### config.mk
export PLATFORM = sky130hd
export DESIGN_NAME = life_top
export DESIGN_NICKNAME = d
export VERILOG_FILES = /design/src/life_geom_pkg.sv /design/src/life_ctrl_pkg.sv /design/src/cell_mem_if.sv /design/src/cell_ram.sv /design/src/seed_lfsr.sv /design/src/life_rule_pipe.sv /design/src/life_seq.sv /design/src/row_credit_out.sv /design/src/life_top.sv
export SDC_FILE = /design/constraint.sdc
export NUM_CORES = 1
export LEC_CHECK = 0
export ABC_AREA = 1
export BUFFER_PORTS_ARGS = -buffer_cell sky130_fd_sc_hd__buf_2
export CORE_MARGIN = 3
export CORE_UTILIZATION = 35
export CTS_CLUSTER_DIAMETER = 50
export DETAILED_ROUTE_END_ITERATION = 16
export GPL_TIMING_DRIVEN = 0
export PLACE_DENSITY = 0.59
export SLEW_MARGIN = 10
export SYNTH_ARGS = -nofsm -noshare
export SYNTH_HDL_FRONTEND = slang
export SYNTH_SLANG_ARGS = --single-unit
### constraint.sdc
create_clock -name clk -period 4.4 [get_ports clk]
set_input_delay 0.66 -clock clk [delete_from_list [all_inputs] [get_ports clk]]
set_output_delay 0.66 -clock clk [all_outputs]
set_load 0.1 [all_outputs]
### src/life_geom_pkg.sv
//////////////////////////////
// 16x16 grid, one row per memory word
// row count and width must stay in step with ADDR_W
//////////////////////////////
`default_nettype none

package life_geom_pkg;

	// grid size
	localparam int GRID_W = 16;
	localparam int GRID_H = 16;
	localparam int ADDR_W = 4;

	// one row of cells, bit i is column i
	typedef logic [GRID_W-1:0] row_t;
	typedef logic [ADDR_W-1:0] addr_t;

	// row counter, one bit wider so it can reach GRID_H
	typedef logic [ADDR_W:0] count_t;
	localparam count_t LAST_ROW = count_t'(GRID_H - 1);
	localparam count_t ROW_COUNT = count_t'(GRID_H);

endpackage

`default_nettype wire

### src/life_ctrl_pkg.sv
//////////////////////////////
// opcode 2'b11 is unused and is dropped on acceptance
//////////////////////////////
`default_nettype none

package life_ctrl_pkg;

	// command opcodes
	typedef enum logic [1:0] {
		CMD_SEED = 2'd0,
		CMD_STEP = 2'd1,
		CMD_READ = 2'd2
	} cmd_e;

	// sequencer states
	typedef enum logic [2:0] {
		S_IDLE  = 3'd0,
		S_SEED  = 3'd1,
		S_STEP  = 3'd2,
		S_DRAIN = 3'd3,
		S_READ  = 3'd4
	} seq_state_e;

	// lfsr start value, any nonzero word
	localparam logic [15:0] LFSR_SEED = 16'hace1;

	// read-out credits, sized to the consumer buffer
	localparam int CREDIT_W = 3;
	localparam logic [CREDIT_W-1:0] CREDIT_MAX = 3'd4;

endpackage

`default_nettype wire

### src/cell_mem_if.sv
//////////////////////////////
// rdata shows last cycle's raddr, old word on collision
//////////////////////////////
`timescale 1ns/1ps
`default_nettype none

interface cell_mem_if ();

	life_geom_pkg::addr_t raddr;
	life_geom_pkg::addr_t waddr;
	logic we;
	life_geom_pkg::row_t wdata;
	life_geom_pkg::row_t rdata;

	// memory side
	modport ram (input raddr, input waddr, input we, input wdata, output rdata);
	// address and write source
	modport seq (output raddr, output waddr, output we, output wdata);
	// read data consumers
	modport pipe (input rdata);
	modport out (input rdata);

endinterface

`default_nettype wire

### src/cell_ram.sv
//////////////////////////////
// contents undefined until the first seed
//////////////////////////////
`timescale 1ns/1ps
`default_nettype none

module cell_ram (
	input logic clk,
	cell_mem_if.ram mem
);

	// one word per grid row
	life_geom_pkg::row_t cells [life_geom_pkg::GRID_H];

	//////////////////////////////
	// write and registered read
	//////////////////////////////

	always_ff @(posedge clk) begin
		if (mem.we) begin
			cells[mem.waddr] <= mem.wdata;
		end
		// nonblocking, so a same-address read sees the old word
		mem.rdata <= cells[mem.raddr];
	end

endmodule

`default_nettype wire

### src/seed_lfsr.sv
//////////////////////////////
// taps fixed for a 16-cell row, never cleared between seeds
//////////////////////////////
`timescale 1ns/1ps
`default_nettype none

module seed_lfsr (
	input logic clk,
	input logic reset,
	input logic advance,
	output life_geom_pkg::row_t row
);

	logic feedback;

	// taps at bits 0, 2, 3, 5 of the current row
	assign feedback = row[0] ^ row[2] ^ row[3] ^ row[5];

	always_ff @(posedge clk) begin
		if (reset) begin
			row <= life_ctrl_pkg::LFSR_SEED;
		end else if (advance) begin
			// shift toward bit 0, new top bit
			row <= {feedback, row[life_geom_pkg::GRID_W-1:1]};
		end
	end

endmodule

`default_nettype wire

### src/life_rule_pipe.sv
//////////////////////////////
// feed to next_valid is 3 cycles, columns wrap
// rows outside the grid enter as pad or via clear
//////////////////////////////
`timescale 1ns/1ps
`default_nettype none

module life_rule_pipe (
	input logic clk,
	input logic clear,
	input logic feed,
	input logic pad,
	cell_mem_if.pipe mem,
	output life_geom_pkg::row_t next_row,
	output logic next_valid
);

	// window, win_mid is the row being evaluated
	life_geom_pkg::row_t win_new;
	life_geom_pkg::row_t win_mid;
	life_geom_pkg::row_t win_old;
	logic win_valid;
	// stage 1, three-row column sums
	logic [life_geom_pkg::GRID_W-1:0][1:0] col_sum;
	logic [life_geom_pkg::GRID_W-1:0][1:0] col_sum_q;
	life_geom_pkg::row_t mid_q;
	logic sum_valid;
	// stage 2
	life_geom_pkg::row_t rule_row;

	//////////////////////////////
	// row window
	//////////////////////////////

	always_ff @(posedge clk) begin
		if (clear) begin
			win_new <= '0;
			win_mid <= '0;
			win_old <= '0;
			win_valid <= 1'b0;
		end else begin
			win_valid <= feed;
			if (feed) begin
				win_old <= win_mid;
				win_mid <= win_new;
				// dead row below the last grid row
				win_new <= pad ? '0 : mem.rdata;
			end
		end
	end

	always_comb begin
		for (int i = 0; i < life_geom_pkg::GRID_W; i++) begin
			col_sum[i] = {1'b0, win_old[i]} + {1'b0, win_mid[i]} + {1'b0, win_new[i]};
		end
	end

	// sums and centre row move on together
	always_ff @(posedge clk) begin
		col_sum_q <= col_sum;
		mid_q <= win_mid;
	end

	//////////////////////////////
	// 3x3 total and life rule
	//////////////////////////////

	always_comb begin
		logic [3:0] total;
		total = '0;
		for (int i = 0; i < life_geom_pkg::GRID_W; i++) begin
			// neighbour columns wrap at both edges
			total = {2'b00, col_sum_q[(i + 1) % life_geom_pkg::GRID_W]}
				+ {2'b00, col_sum_q[i]}
				+ {2'b00, col_sum_q[(i + life_geom_pkg::GRID_W - 1) % life_geom_pkg::GRID_W]};
			// total counts the cell itself: 3 births or survives, 4 survives only
			rule_row[i] = (total == 4'd3) || ((total == 4'd4) && mid_q[i]);
		end
	end

	always_ff @(posedge clk) begin
		next_row <= rule_row;
	end

	// valid chain follows the payload
	always_ff @(posedge clk) begin
		if (clear) begin
			sum_valid <= 1'b0;
			next_valid <= 1'b0;
		end else begin
			sum_valid <= win_valid;
			next_valid <= sum_valid;
		end
	end

endmodule

`default_nettype wire

### src/life_seq.sv
//////////////////////////////
// one command at a time, accepted only in idle
// step result is written back 4 cycles after the read
//////////////////////////////
`timescale 1ns/1ps
`default_nettype none

module life_seq (
	input logic clk,
	input logic reset,
	input logic cmd_valid,
	input life_ctrl_pkg::cmd_e cmd,
	output logic cmd_ready,
	output logic [31:0] gen_count,
	cell_mem_if.seq mem,
	input life_geom_pkg::row_t seed_row,
	output logic seed_advance,
	output logic pipe_clear,
	output logic pipe_feed,
	output logic pipe_pad,
	input life_geom_pkg::row_t next_row,
	input logic next_valid,
	input logic credit_ok,
	output logic issue,
	output life_geom_pkg::addr_t issue_addr
);

	life_ctrl_pkg::seq_state_e state;
	// seed write, step read or read-out index
	life_geom_pkg::count_t cnt;
	life_geom_pkg::count_t cnt_next;
	// step write-back index
	life_geom_pkg::count_t wr_row;
	// first window of a step is centred above row 0
	logic skip_done;
	logic stepping;
	logic step_we;
	logic last_write;
	// read strobe delayed to line up with rdata
	logic feed_q;
	logic pad_q;

	assign cnt_next = cnt + 1'b1;
	assign cmd_ready = (state == life_ctrl_pkg::S_IDLE);
	assign pipe_clear = (state == life_ctrl_pkg::S_IDLE);
	assign pipe_feed = feed_q;
	assign pipe_pad = pad_q;
	assign seed_advance = (state == life_ctrl_pkg::S_SEED);

	assign stepping = (state == life_ctrl_pkg::S_STEP) || (state == life_ctrl_pkg::S_DRAIN);
	assign step_we = stepping && next_valid && skip_done;
	assign last_write = step_we && (wr_row == life_geom_pkg::LAST_ROW);

	// read-out, only with a free credit
	assign issue = (state == life_ctrl_pkg::S_READ) && credit_ok;
	assign issue_addr = cnt[life_geom_pkg::ADDR_W-1:0];

	//////////////////////////////
	// memory port
	//////////////////////////////

	always_comb begin
		mem.raddr = '0;
		mem.waddr = wr_row[life_geom_pkg::ADDR_W-1:0];
		mem.we = step_we;
		mem.wdata = next_row;
		case (state)
			life_ctrl_pkg::S_SEED: begin
				mem.waddr = cnt[life_geom_pkg::ADDR_W-1:0];
				mem.we = 1'b1;
				mem.wdata = seed_row;
			end
			life_ctrl_pkg::S_STEP: begin
				mem.raddr = cnt[life_geom_pkg::ADDR_W-1:0];
			end
			life_ctrl_pkg::S_READ: begin
				// look one row ahead so rdata is ready for back-to-back issues
				mem.raddr = issue ? cnt_next[life_geom_pkg::ADDR_W-1:0]
					: cnt[life_geom_pkg::ADDR_W-1:0];
			end
			default: begin
			end
		endcase
	end

	//////////////////////////////
	// state machine
	//////////////////////////////

	always_ff @(posedge clk) begin
		if (reset) begin
			state <= life_ctrl_pkg::S_IDLE;
			cnt <= '0;
			wr_row <= '0;
			skip_done <= 1'b0;
			feed_q <= 1'b0;
			pad_q <= 1'b0;
			gen_count <= '0;
		end else begin
			feed_q <= (state == life_ctrl_pkg::S_STEP);
			pad_q <= (state == life_ctrl_pkg::S_STEP) && (cnt == life_geom_pkg::ROW_COUNT);
			if (stepping && next_valid) begin
				skip_done <= 1'b1;
			end
			if (step_we) begin
				wr_row <= wr_row + 1'b1;
			end
			// generation done on the write of the last row
			if (last_write) begin
				gen_count <= gen_count + 32'd1;
			end
			case (state)
				life_ctrl_pkg::S_IDLE: begin
					cnt <= '0;
					wr_row <= '0;
					skip_done <= 1'b0;
					if (cmd_valid && cmd_ready) begin
						case (cmd)
							life_ctrl_pkg::CMD_SEED: state <= life_ctrl_pkg::S_SEED;
							life_ctrl_pkg::CMD_STEP: state <= life_ctrl_pkg::S_STEP;
							life_ctrl_pkg::CMD_READ: state <= life_ctrl_pkg::S_READ;
							// unused opcode, taken and dropped
							default: state <= life_ctrl_pkg::S_IDLE;
						endcase
					end
				end
				life_ctrl_pkg::S_SEED: begin
					cnt <= cnt_next;
					if (cnt == life_geom_pkg::LAST_ROW) begin
						state <= life_ctrl_pkg::S_IDLE;
					end
				end
				life_ctrl_pkg::S_STEP: begin
					// rows 0..GRID_H-1, then one pad slot
					cnt <= cnt_next;
					if (cnt == life_geom_pkg::ROW_COUNT) begin
						state <= life_ctrl_pkg::S_DRAIN;
					end
				end
				life_ctrl_pkg::S_DRAIN: begin
					if (last_write) begin
						state <= life_ctrl_pkg::S_IDLE;
					end
				end
				life_ctrl_pkg::S_READ: begin
					if (issue) begin
						cnt <= cnt_next;
						if (cnt == life_geom_pkg::LAST_ROW) begin
							state <= life_ctrl_pkg::S_IDLE;
						end
					end
				end
				default: state <= life_ctrl_pkg::S_IDLE;
			endcase
		end
	end

endmodule

`default_nettype wire

### src/row_credit_out.sv
//////////////////////////////
// consumer returns one credit per row it frees
//////////////////////////////
`timescale 1ns/1ps
`default_nettype none

module row_credit_out (
	input logic clk,
	input logic reset,
	input logic issue,
	input logic credit_return,
	input life_geom_pkg::addr_t issue_addr,
	cell_mem_if.out mem,
	output logic credit_ok,
	output logic row_valid,
	output life_geom_pkg::addr_t row_addr,
	output life_geom_pkg::row_t row_data
);

	logic [life_ctrl_pkg::CREDIT_W-1:0] credits;

	assign credit_ok = (credits != '0);

	// credit count and valid strobe
	always_ff @(posedge clk) begin
		if (reset) begin
			credits <= life_ctrl_pkg::CREDIT_MAX;
			row_valid <= 1'b0;
		end else begin
			row_valid <= issue;
			case ({issue, credit_return})
				2'b10: credits <= credits - 1'b1;
				2'b01: credits <= credits + 1'b1;
				// both or neither, count holds
				default: credits <= credits;
			endcase
		end
	end

	// output row register, loaded on issue
	always_ff @(posedge clk) begin
		if (issue) begin
			row_data <= mem.rdata;
			row_addr <= issue_addr;
		end
	end

endmodule

`default_nettype wire

### src/life_top.sv
//////////////////////////////
// single clock, sync active-high reset
//////////////////////////////
`timescale 1ns/1ps
`default_nettype none

module life_top (
	input logic clk,
	input logic reset,
	input logic cmd_valid,
	input logic [1:0] cmd,
	output logic cmd_ready,
	input logic credit_return,
	output logic row_valid,
	output life_geom_pkg::addr_t row_addr,
	output life_geom_pkg::row_t row_data,
	output logic [31:0] gen_count
);

	// seed source
	life_geom_pkg::row_t seed_row;
	logic seed_advance;
	// rule pipeline
	logic pipe_clear;
	logic pipe_feed;
	logic pipe_pad;
	life_geom_pkg::row_t next_row;
	logic next_valid;
	// read-out
	logic credit_ok;
	logic issue;
	life_geom_pkg::addr_t issue_addr;

	cell_mem_if mem_bus ();

	cell_ram u_ram (
		.clk(clk),
		.mem(mem_bus.ram)
	);

	seed_lfsr u_lfsr (
		.clk(clk),
		.reset(reset),
		.advance(seed_advance),
		.row(seed_row)
	);

	life_rule_pipe u_pipe (
		.clk(clk),
		.clear(pipe_clear),
		.feed(pipe_feed),
		.pad(pipe_pad),
		.mem(mem_bus.pipe),
		.next_row(next_row),
		.next_valid(next_valid)
	);

	life_seq u_seq (
		.clk(clk),
		.reset(reset),
		.cmd_valid(cmd_valid),
		.cmd(life_ctrl_pkg::cmd_e'(cmd)),
		.cmd_ready(cmd_ready),
		.gen_count(gen_count),
		.mem(mem_bus.seq),
		.seed_row(seed_row),
		.seed_advance(seed_advance),
		.pipe_clear(pipe_clear),
		.pipe_feed(pipe_feed),
		.pipe_pad(pipe_pad),
		.next_row(next_row),
		.next_valid(next_valid),
		.credit_ok(credit_ok),
		.issue(issue),
		.issue_addr(issue_addr)
	);

	row_credit_out u_out (
		.clk(clk),
		.reset(reset),
		.issue(issue),
		.credit_return(credit_return),
		.issue_addr(issue_addr),
		.mem(mem_bus.out),
		.credit_ok(credit_ok),
		.row_valid(row_valid),
		.row_addr(row_addr),
		.row_data(row_data)
	);

endmodule

`default_nettype wire

# == Yosys cells after proc, flatten, opt, wreduce, memory -nomap -nowiden ==
# Memories as Yosys holds them, arrays and structs flattened. A register that Yosys moved wholly into a read port is not among the register bits.
# Cells that the tools add are included.
# word_totals
latch_bits,0
inputBits,6
ram_bits,256
rom_bits,0
word_cells,222
mem_count,1
out_inout_bits,54
reg_bits,203
# op_classes
multipliers,0
bitwise_logic,3
div_mod_pow,0
order_cmp,0
n_reduce_logical,48
add_sub_neg,69
shifts,0
muxes,18
n_eq_ne,47
# mem_list
memory,depth,width,read_ports,rd_clocked_by_memory_dff,wr,line_no,text
u_ram.cells,16,16,1,1,1,cell_ram.sv:13,life_geom_pkg::row_t cells [life_geom_pkg::GRID_H];
# ops
operator,count
$add A4 B2 Y4,16
$eq A4 B2 Y1 const B,16
$eq A4 B3 Y1 const B,16
$add A2 B2 Y3,16
$add A1 B1 Y2,16
$add A2 B1 Y2,16
$add A32 B1 Y32 const B,1
$mux W16,2
$logic_and A1 B1 Y1,22
$logic_or A1 B1 Y1,17
$mux W3,5
$pmux W3 S5,1
$pmux W5 S3,1
$add A5 B1 Y5 const B,2
$eq A5 B4 Y1 const B,2
$pmux W3 S3,1
$mux W4,2
$pmux W4 S2,1
$eq A3 B2 Y1 const B,2
$pmux W3 S2,1
$reduce_bool A3 Y1,2
$eq A5 B5 Y1 const B,1
$mux W5,1
$eq A2 B1 Y1 const B,2
15 further kinds,23

# == Logic depth before layout (Yosys ltp) ==
# depth
ltp_word,7
ltp_mapped,14
mapped_depth_nobuf,12

# == Hierarchy ==
# A second synthesis with hierarchy kept.
# unflattened
hier_cells,2220
area_unflattened_um2,20840.0
# modules_own_cells
module,seq_area_each_um2,n_inst,cells_each,area_per_inst_um2
cell_ram,8007.7,1,1074,11380.9
life_rule_pipe,2302.2,1,523,5048.6
life_seq,960.9,1,494,2994.1
row_credit_out,680.7,1,47,803.3
seed_lfsr,320.3,1,82,613.1

# == Worst setup path after synthesis ==
# Ideal clock, no wire load.
# synth_timing
path_type,reg2reg
from,reg u_seq.state[1]
to,reg u_seq.state[2]
required_ps,4284
setup_ps,116
n_path_buf,0
path_slack_ps,1621
arrival_time_ps,2663
synth_period_minus_slack_ps,2779
path_stages_with_launch,10
path_cell_list,dfxtp_1 inv_2 nand2_2 nor2_1 inv_2 or2_0 nand3_1 inv_1 nor2_1 nor2_1
# synth_between
elab_cells_between_ends,17
cone_classes,eq/ne (8); mux (1); reduce/logical (8)
# synth_rtl
item,line_no,text
"start, declared",life_seq.sv:28,life_ctrl_pkg::seq_state_e state;
"start signal, assigned",life_seq.sv:92,state <= life_ctrl_pkg::S_IDLE;
"start signal, assigned",life_seq.sv:119,life_ctrl_pkg::CMD_SEED: state <= life_ctrl_pkg::S_SEED;
"start signal, assigned",life_seq.sv:120,life_ctrl_pkg::CMD_STEP: state <= life_ctrl_pkg::S_STEP;
$logic_not A3 Y1 (*),life_seq.sv:44,assign cmd_ready = (state == life_ctrl_pkg::S_IDLE);
net cmd_ready,life_top.sv:12,"output logic cmd_ready,"
$logic_and A1 B1 Y1,life_seq.sv:117,if (cmd_valid && cmd_ready) begin
$ne A2 B2 Y1 (no source line),--,
$reduce_and A4 Y1 (no source line),--,
# Mark *: on every way through the listed nets, which the timed path passes. The rest lies on a longest branch.
# A chain may end at the register's enable or synchronous reset.

# == Final worst setup path ==
# layout_timing
from,reg u_seq.state[0]
to,mem u_ram.cells[1][11] (netlist bit) (enable)
# layout_between
elab_chain_len,7
elab_cells_between_ends,10
cone_classes,eq/ne (3); mux (4); reduce/logical (3)
# layout_rtl
item,line_no,text
$eq A3 B2 Y1,life_seq.sv:50,assign stepping = (state == life_ctrl_pkg::S_STEP) || (state == life_ctrl_pkg::S_DRAIN);
$logic_or A1 B1 Y1,life_seq.sv:50,
$logic_and A1 B1 Y1 (2 in a row),life_seq.sv:51,assign step_we = stepping && next_valid && skip_done;
$mux W1,life_seq.sv:67,case (state)
$mux W1,cell_ram.sv:20,if (mem.we) begin
$mux W1 (implied by the code),cell_ram.sv:21,cells[mem.waddr] <= mem.wdata;
"end, declared",cell_ram.sv:13,
# Several ways; a longest one is shown, not always the timed one.

==> flow_metrics.py <==
metrics = {
    "global_routing": {
        "grt_pass1_vias": 15290,
        "antenna_found_initial": 3,
        "grt_pass1_wl_um": 86810,
        "grt-ovfl-total": 0,
        "grt_max_degree": 22,
        "track_usage_pct": 17.51,
    },
    "layout": {
        "multi_input_area_sq_um": 7311,
        "finalInstanceArea_sq_um": 24790,
        "num-fill-cells": 5795,
        "nNetsFinal": 2471,
        "seq_area_sq_um": 12270,
        "area_delta_synth_final_pct": 15.38,
        "drive_above_1_share_pct": 11.19,
    },
    "routing": {
        "drc": 0,
        "wl_per_cell_um": 17.60,
        "vias": 15570,
        "viasPerCell": 4.885,
        "first_pass_iters": 5,
        "wl_um": 56080,
        "drtIter0Drc": 1276,
        "ant_nets": 0,
    },
    "synth": {
        "synthTopCellsByCount": "nand2_1 (453), inv_1 (372), nand3_1 (310)",
        "synth-seq-area-share_pct": 57.13,
        "synthTopCellsByArea": "edfxtp_1 (39%), dfxtp_1 (19%), nand2_1 (7.9%)",
        "synth_ff_type": "edfxtp_1",
        "yosysWarnings": 0,
        "synth_top_area_share_pct": 38.58,
        "syn_area_per_cell_sq_um": 9.624,
        "yosys.area.top_type": "edfxtp_1",
        "ys_ff_latch": 475,
        "ys_types": 43,
        "ys_async_sr_fraction_pct": 0,
        "syn-cell-area_sq_um": 21480,
        "synth.most_common_cell": "nand2_1",
        "synthCells": 2232,
        "synth_nets": 2342,
        "synth_edf_count": 276,
    },
    "run_status": {
        "status": "finished clean",
    },
    "worst_hold_path": {
        "min_path_type": "reg -> reg",
    },
    "pwr": {
        "p_switching_mw": 4.417,
        "irDropWorstVdd_v": 0.0002740,
        "intPower_mw": 8.584,
        "p_sw_share_pct": 33.97,
        "pwr-share-seq_pct": 41.3,
        "clkPwrFrac_pct": 34.3,
        "p_leak_nw": 10.74,
        "p_per_area_nw_per_um2": 524.5,
        "comb_power_share_pct": 24.4,
    },
    "cts": {
        "cts_buffer_depth": 3,
        "clock_latency_ns": 0.60,
        "clk_pin_slew_ns": 0.06,
        "cts_num_sinks": 475,
        "holdBufCountCts": 0,
        "cts_setup_buffers": 0,
        "cts_tree": "built",
        "numCtsBuffers": 52,
        "cts-resized-gates": 0,
        "ctsHtreeMaxLevel": 2,
        "cts_root_buf": "clkbuf_16",
    },
    "sta": {
        "relSlewSlack_pct": 33.52,
        "slew_viol_final": 0,
        "hold_viol_final": 0,
        "skew_ns": 0.02473,
        "tightest_slew_ns": 0.9962,
        "setup_viol": 0,
        "period_share_pct": 67.97,
        "setup-tns-final_ns": 0,
        "min_period_ns": 2.991,
        "rsz0062_at_grt": "no",
        "timing.final.ws_setup_ns": 1.409,
        "max_freq_mhz": 334.4,
    },
    "place": {
        "gp_congestion": 0.8767,
        "hpwl_um": 40480,
        "place_ws_ns": 1.471,
        "place_area_sq_um": 23020,
        "io_buffers": 58,
    },
    "floorplan": {
        "row_count": 90,
        "dieWidth_um": 253.7,
        "core_sq_um": 60580,
        "die_h_um": 253.7,
        "ios": 60,
        "initial_core_util_pct": 35.46,
        "dieArea_sq_um": 64380,
    },
    "setup_path": {
        "endpoint_kind": "flip-flop",
        "critical_path_arrival_ns": 3.20,
        "start_kind": "flip-flop",
        "crit_type": "reg -> reg",
        "worstPathMaxFanout": 16,
        "cp_data_required_time_ns": 4.61,
        "worst-r2r-setup-slack_ns": 1.41,
    },
    "job": {
        "maxCapViolations": 0,
    },
}
-- registers in the layout, indices dropped and copies added, names as in the netlist, 3 cells and up --
name / count
u_out.row_addr: 4
u_pipe.win_new: 16
u_seq.wr_row: 5
u_ram.mem.rdata: 16
u_seq.gen_count: 32
u_pipe.win_old: 16
u_pipe.win_mid: 16
u_ram.cells: 256
u_out.row_data: 16
u_seq.cnt: 5
u_pipe.mid_q: 16
u_lfsr.row: 16
u_pipe.next_row: 16
u_seq.state: 3
u_pipe.col_sum_q: 32
u_out.credits: 3
-- per-stage QoR --
step           cells  power (mW)  hold slack, ns  util [%]
2_1_floorplan   2232       7.559          0.3717         -
3_3_place_gp    3072       8.549          0.3767     37.55
3_5_place_dp    3089       8.632          0.3790     38.00
4_1_cts         3186       13.08          0.3457     40.91
5_1_grt         3187       13.60          0.3858     40.91
6_report        3187       13.00          0.3778     40.91
-- critical path, cell delays in order (launching register included) --
cell	delay, ns
dfxtp_1	0.40
inv_2	0.06
nor3_1	0.23
inv_1	0.15
o21ai_0	0.66
nand3_1	0.32
nor2_2	0.77
-- per-layer routing --
metal	GRT usage [%]	up-vias	routed length [um]
li1	-	7509	-
met3	3.674	118	3680
met2	29.96	468	26930
met1	22.21	7470	23880
met4	5.603	2	1575
met5	0	-	12
-- cells by family after synthesis --
group                      share of synthesized area (%)
and+or+nand+nor                                    20.29
DFF                                                57.13
xor gates and xnor gates                           1.386
AOI/OAI and AO/OA                                  4.374
buffers and inverters                              9.046
adders and majority gates                          7.770
-- path summary, 6_finish.rpt --
path | start | end | cells after the start
worst min-delay path | u_pipe.win_mid[5] | u_pipe.mid_q[5] | 0
worst max register to register | u_seq.state[0] | u_ram.cells[1][11] | 6
worst max-delay path | u_seq.state[0] | u_ram.cells[1][11] | 6
worst min register to register | u_pipe.win_mid[5] | u_pipe.mid_q[5] | 0
-- power by group through the flow --
stage,registers [mW],logic [mW],clock network [mW]
after floorplan,5.78,1.78,0
after global placement,5.46,3.09,0
after detailed placement,5.47,3.16,0
after CTS,5.38,3.17,4.54
after global routing,5.41,3.46,4.73
final,5.38,3.17,4.45
-- area by class of cell --
cell class	count	area share [%]
well taps	782	3.948
repair buffers	75	2.080
plain buffers	93	2.055
clock inverters	27	1.227
multi-input cells	1282	29.50
inverters	382	5.785
flip-flops and latches	475	49.51
diodes	1	0.01010
clock buffers	70	5.886
-- layout by cell type (no fill, tap or decap), types with 8 or more instances in the layout --
cell type | netlist | layout
o22ai_1 | 8 | 8
clkbuf_1 | 19 | 28
inv_2 | 9 | 9
buf_8 | 0 | 13
nand3_1 | 310 | 310
inv_1 | 372 | 372
nor2_1 | 103 | 89
fa_1 | 49 | 49
o21ai_0 | 71 | 71
edfxtp_1 | 276 | 276
a21oi_1 | 77 | 77
a211oi_1 | 8 | 8
buf_2 | 38 | 96
xor2_1 | 17 | 17
nor3_1 | 21 | 19
nand2_1 | 453 | 453
clkbuf_8 | 0 | 9
clkbuf_16 | 0 | 52
nand4_1 | 11 | 11
ha_1 | 55 | 55
clkinv_2 | 0 | 8
nand3b_1 | 48 | 48
buf_4 | 28 | 32
nor2_2 | 1 | 15
dfxtp_1 | 199 | 199
xnor2_1 | 17 | 17
Power figures use the tool's default switching activity.
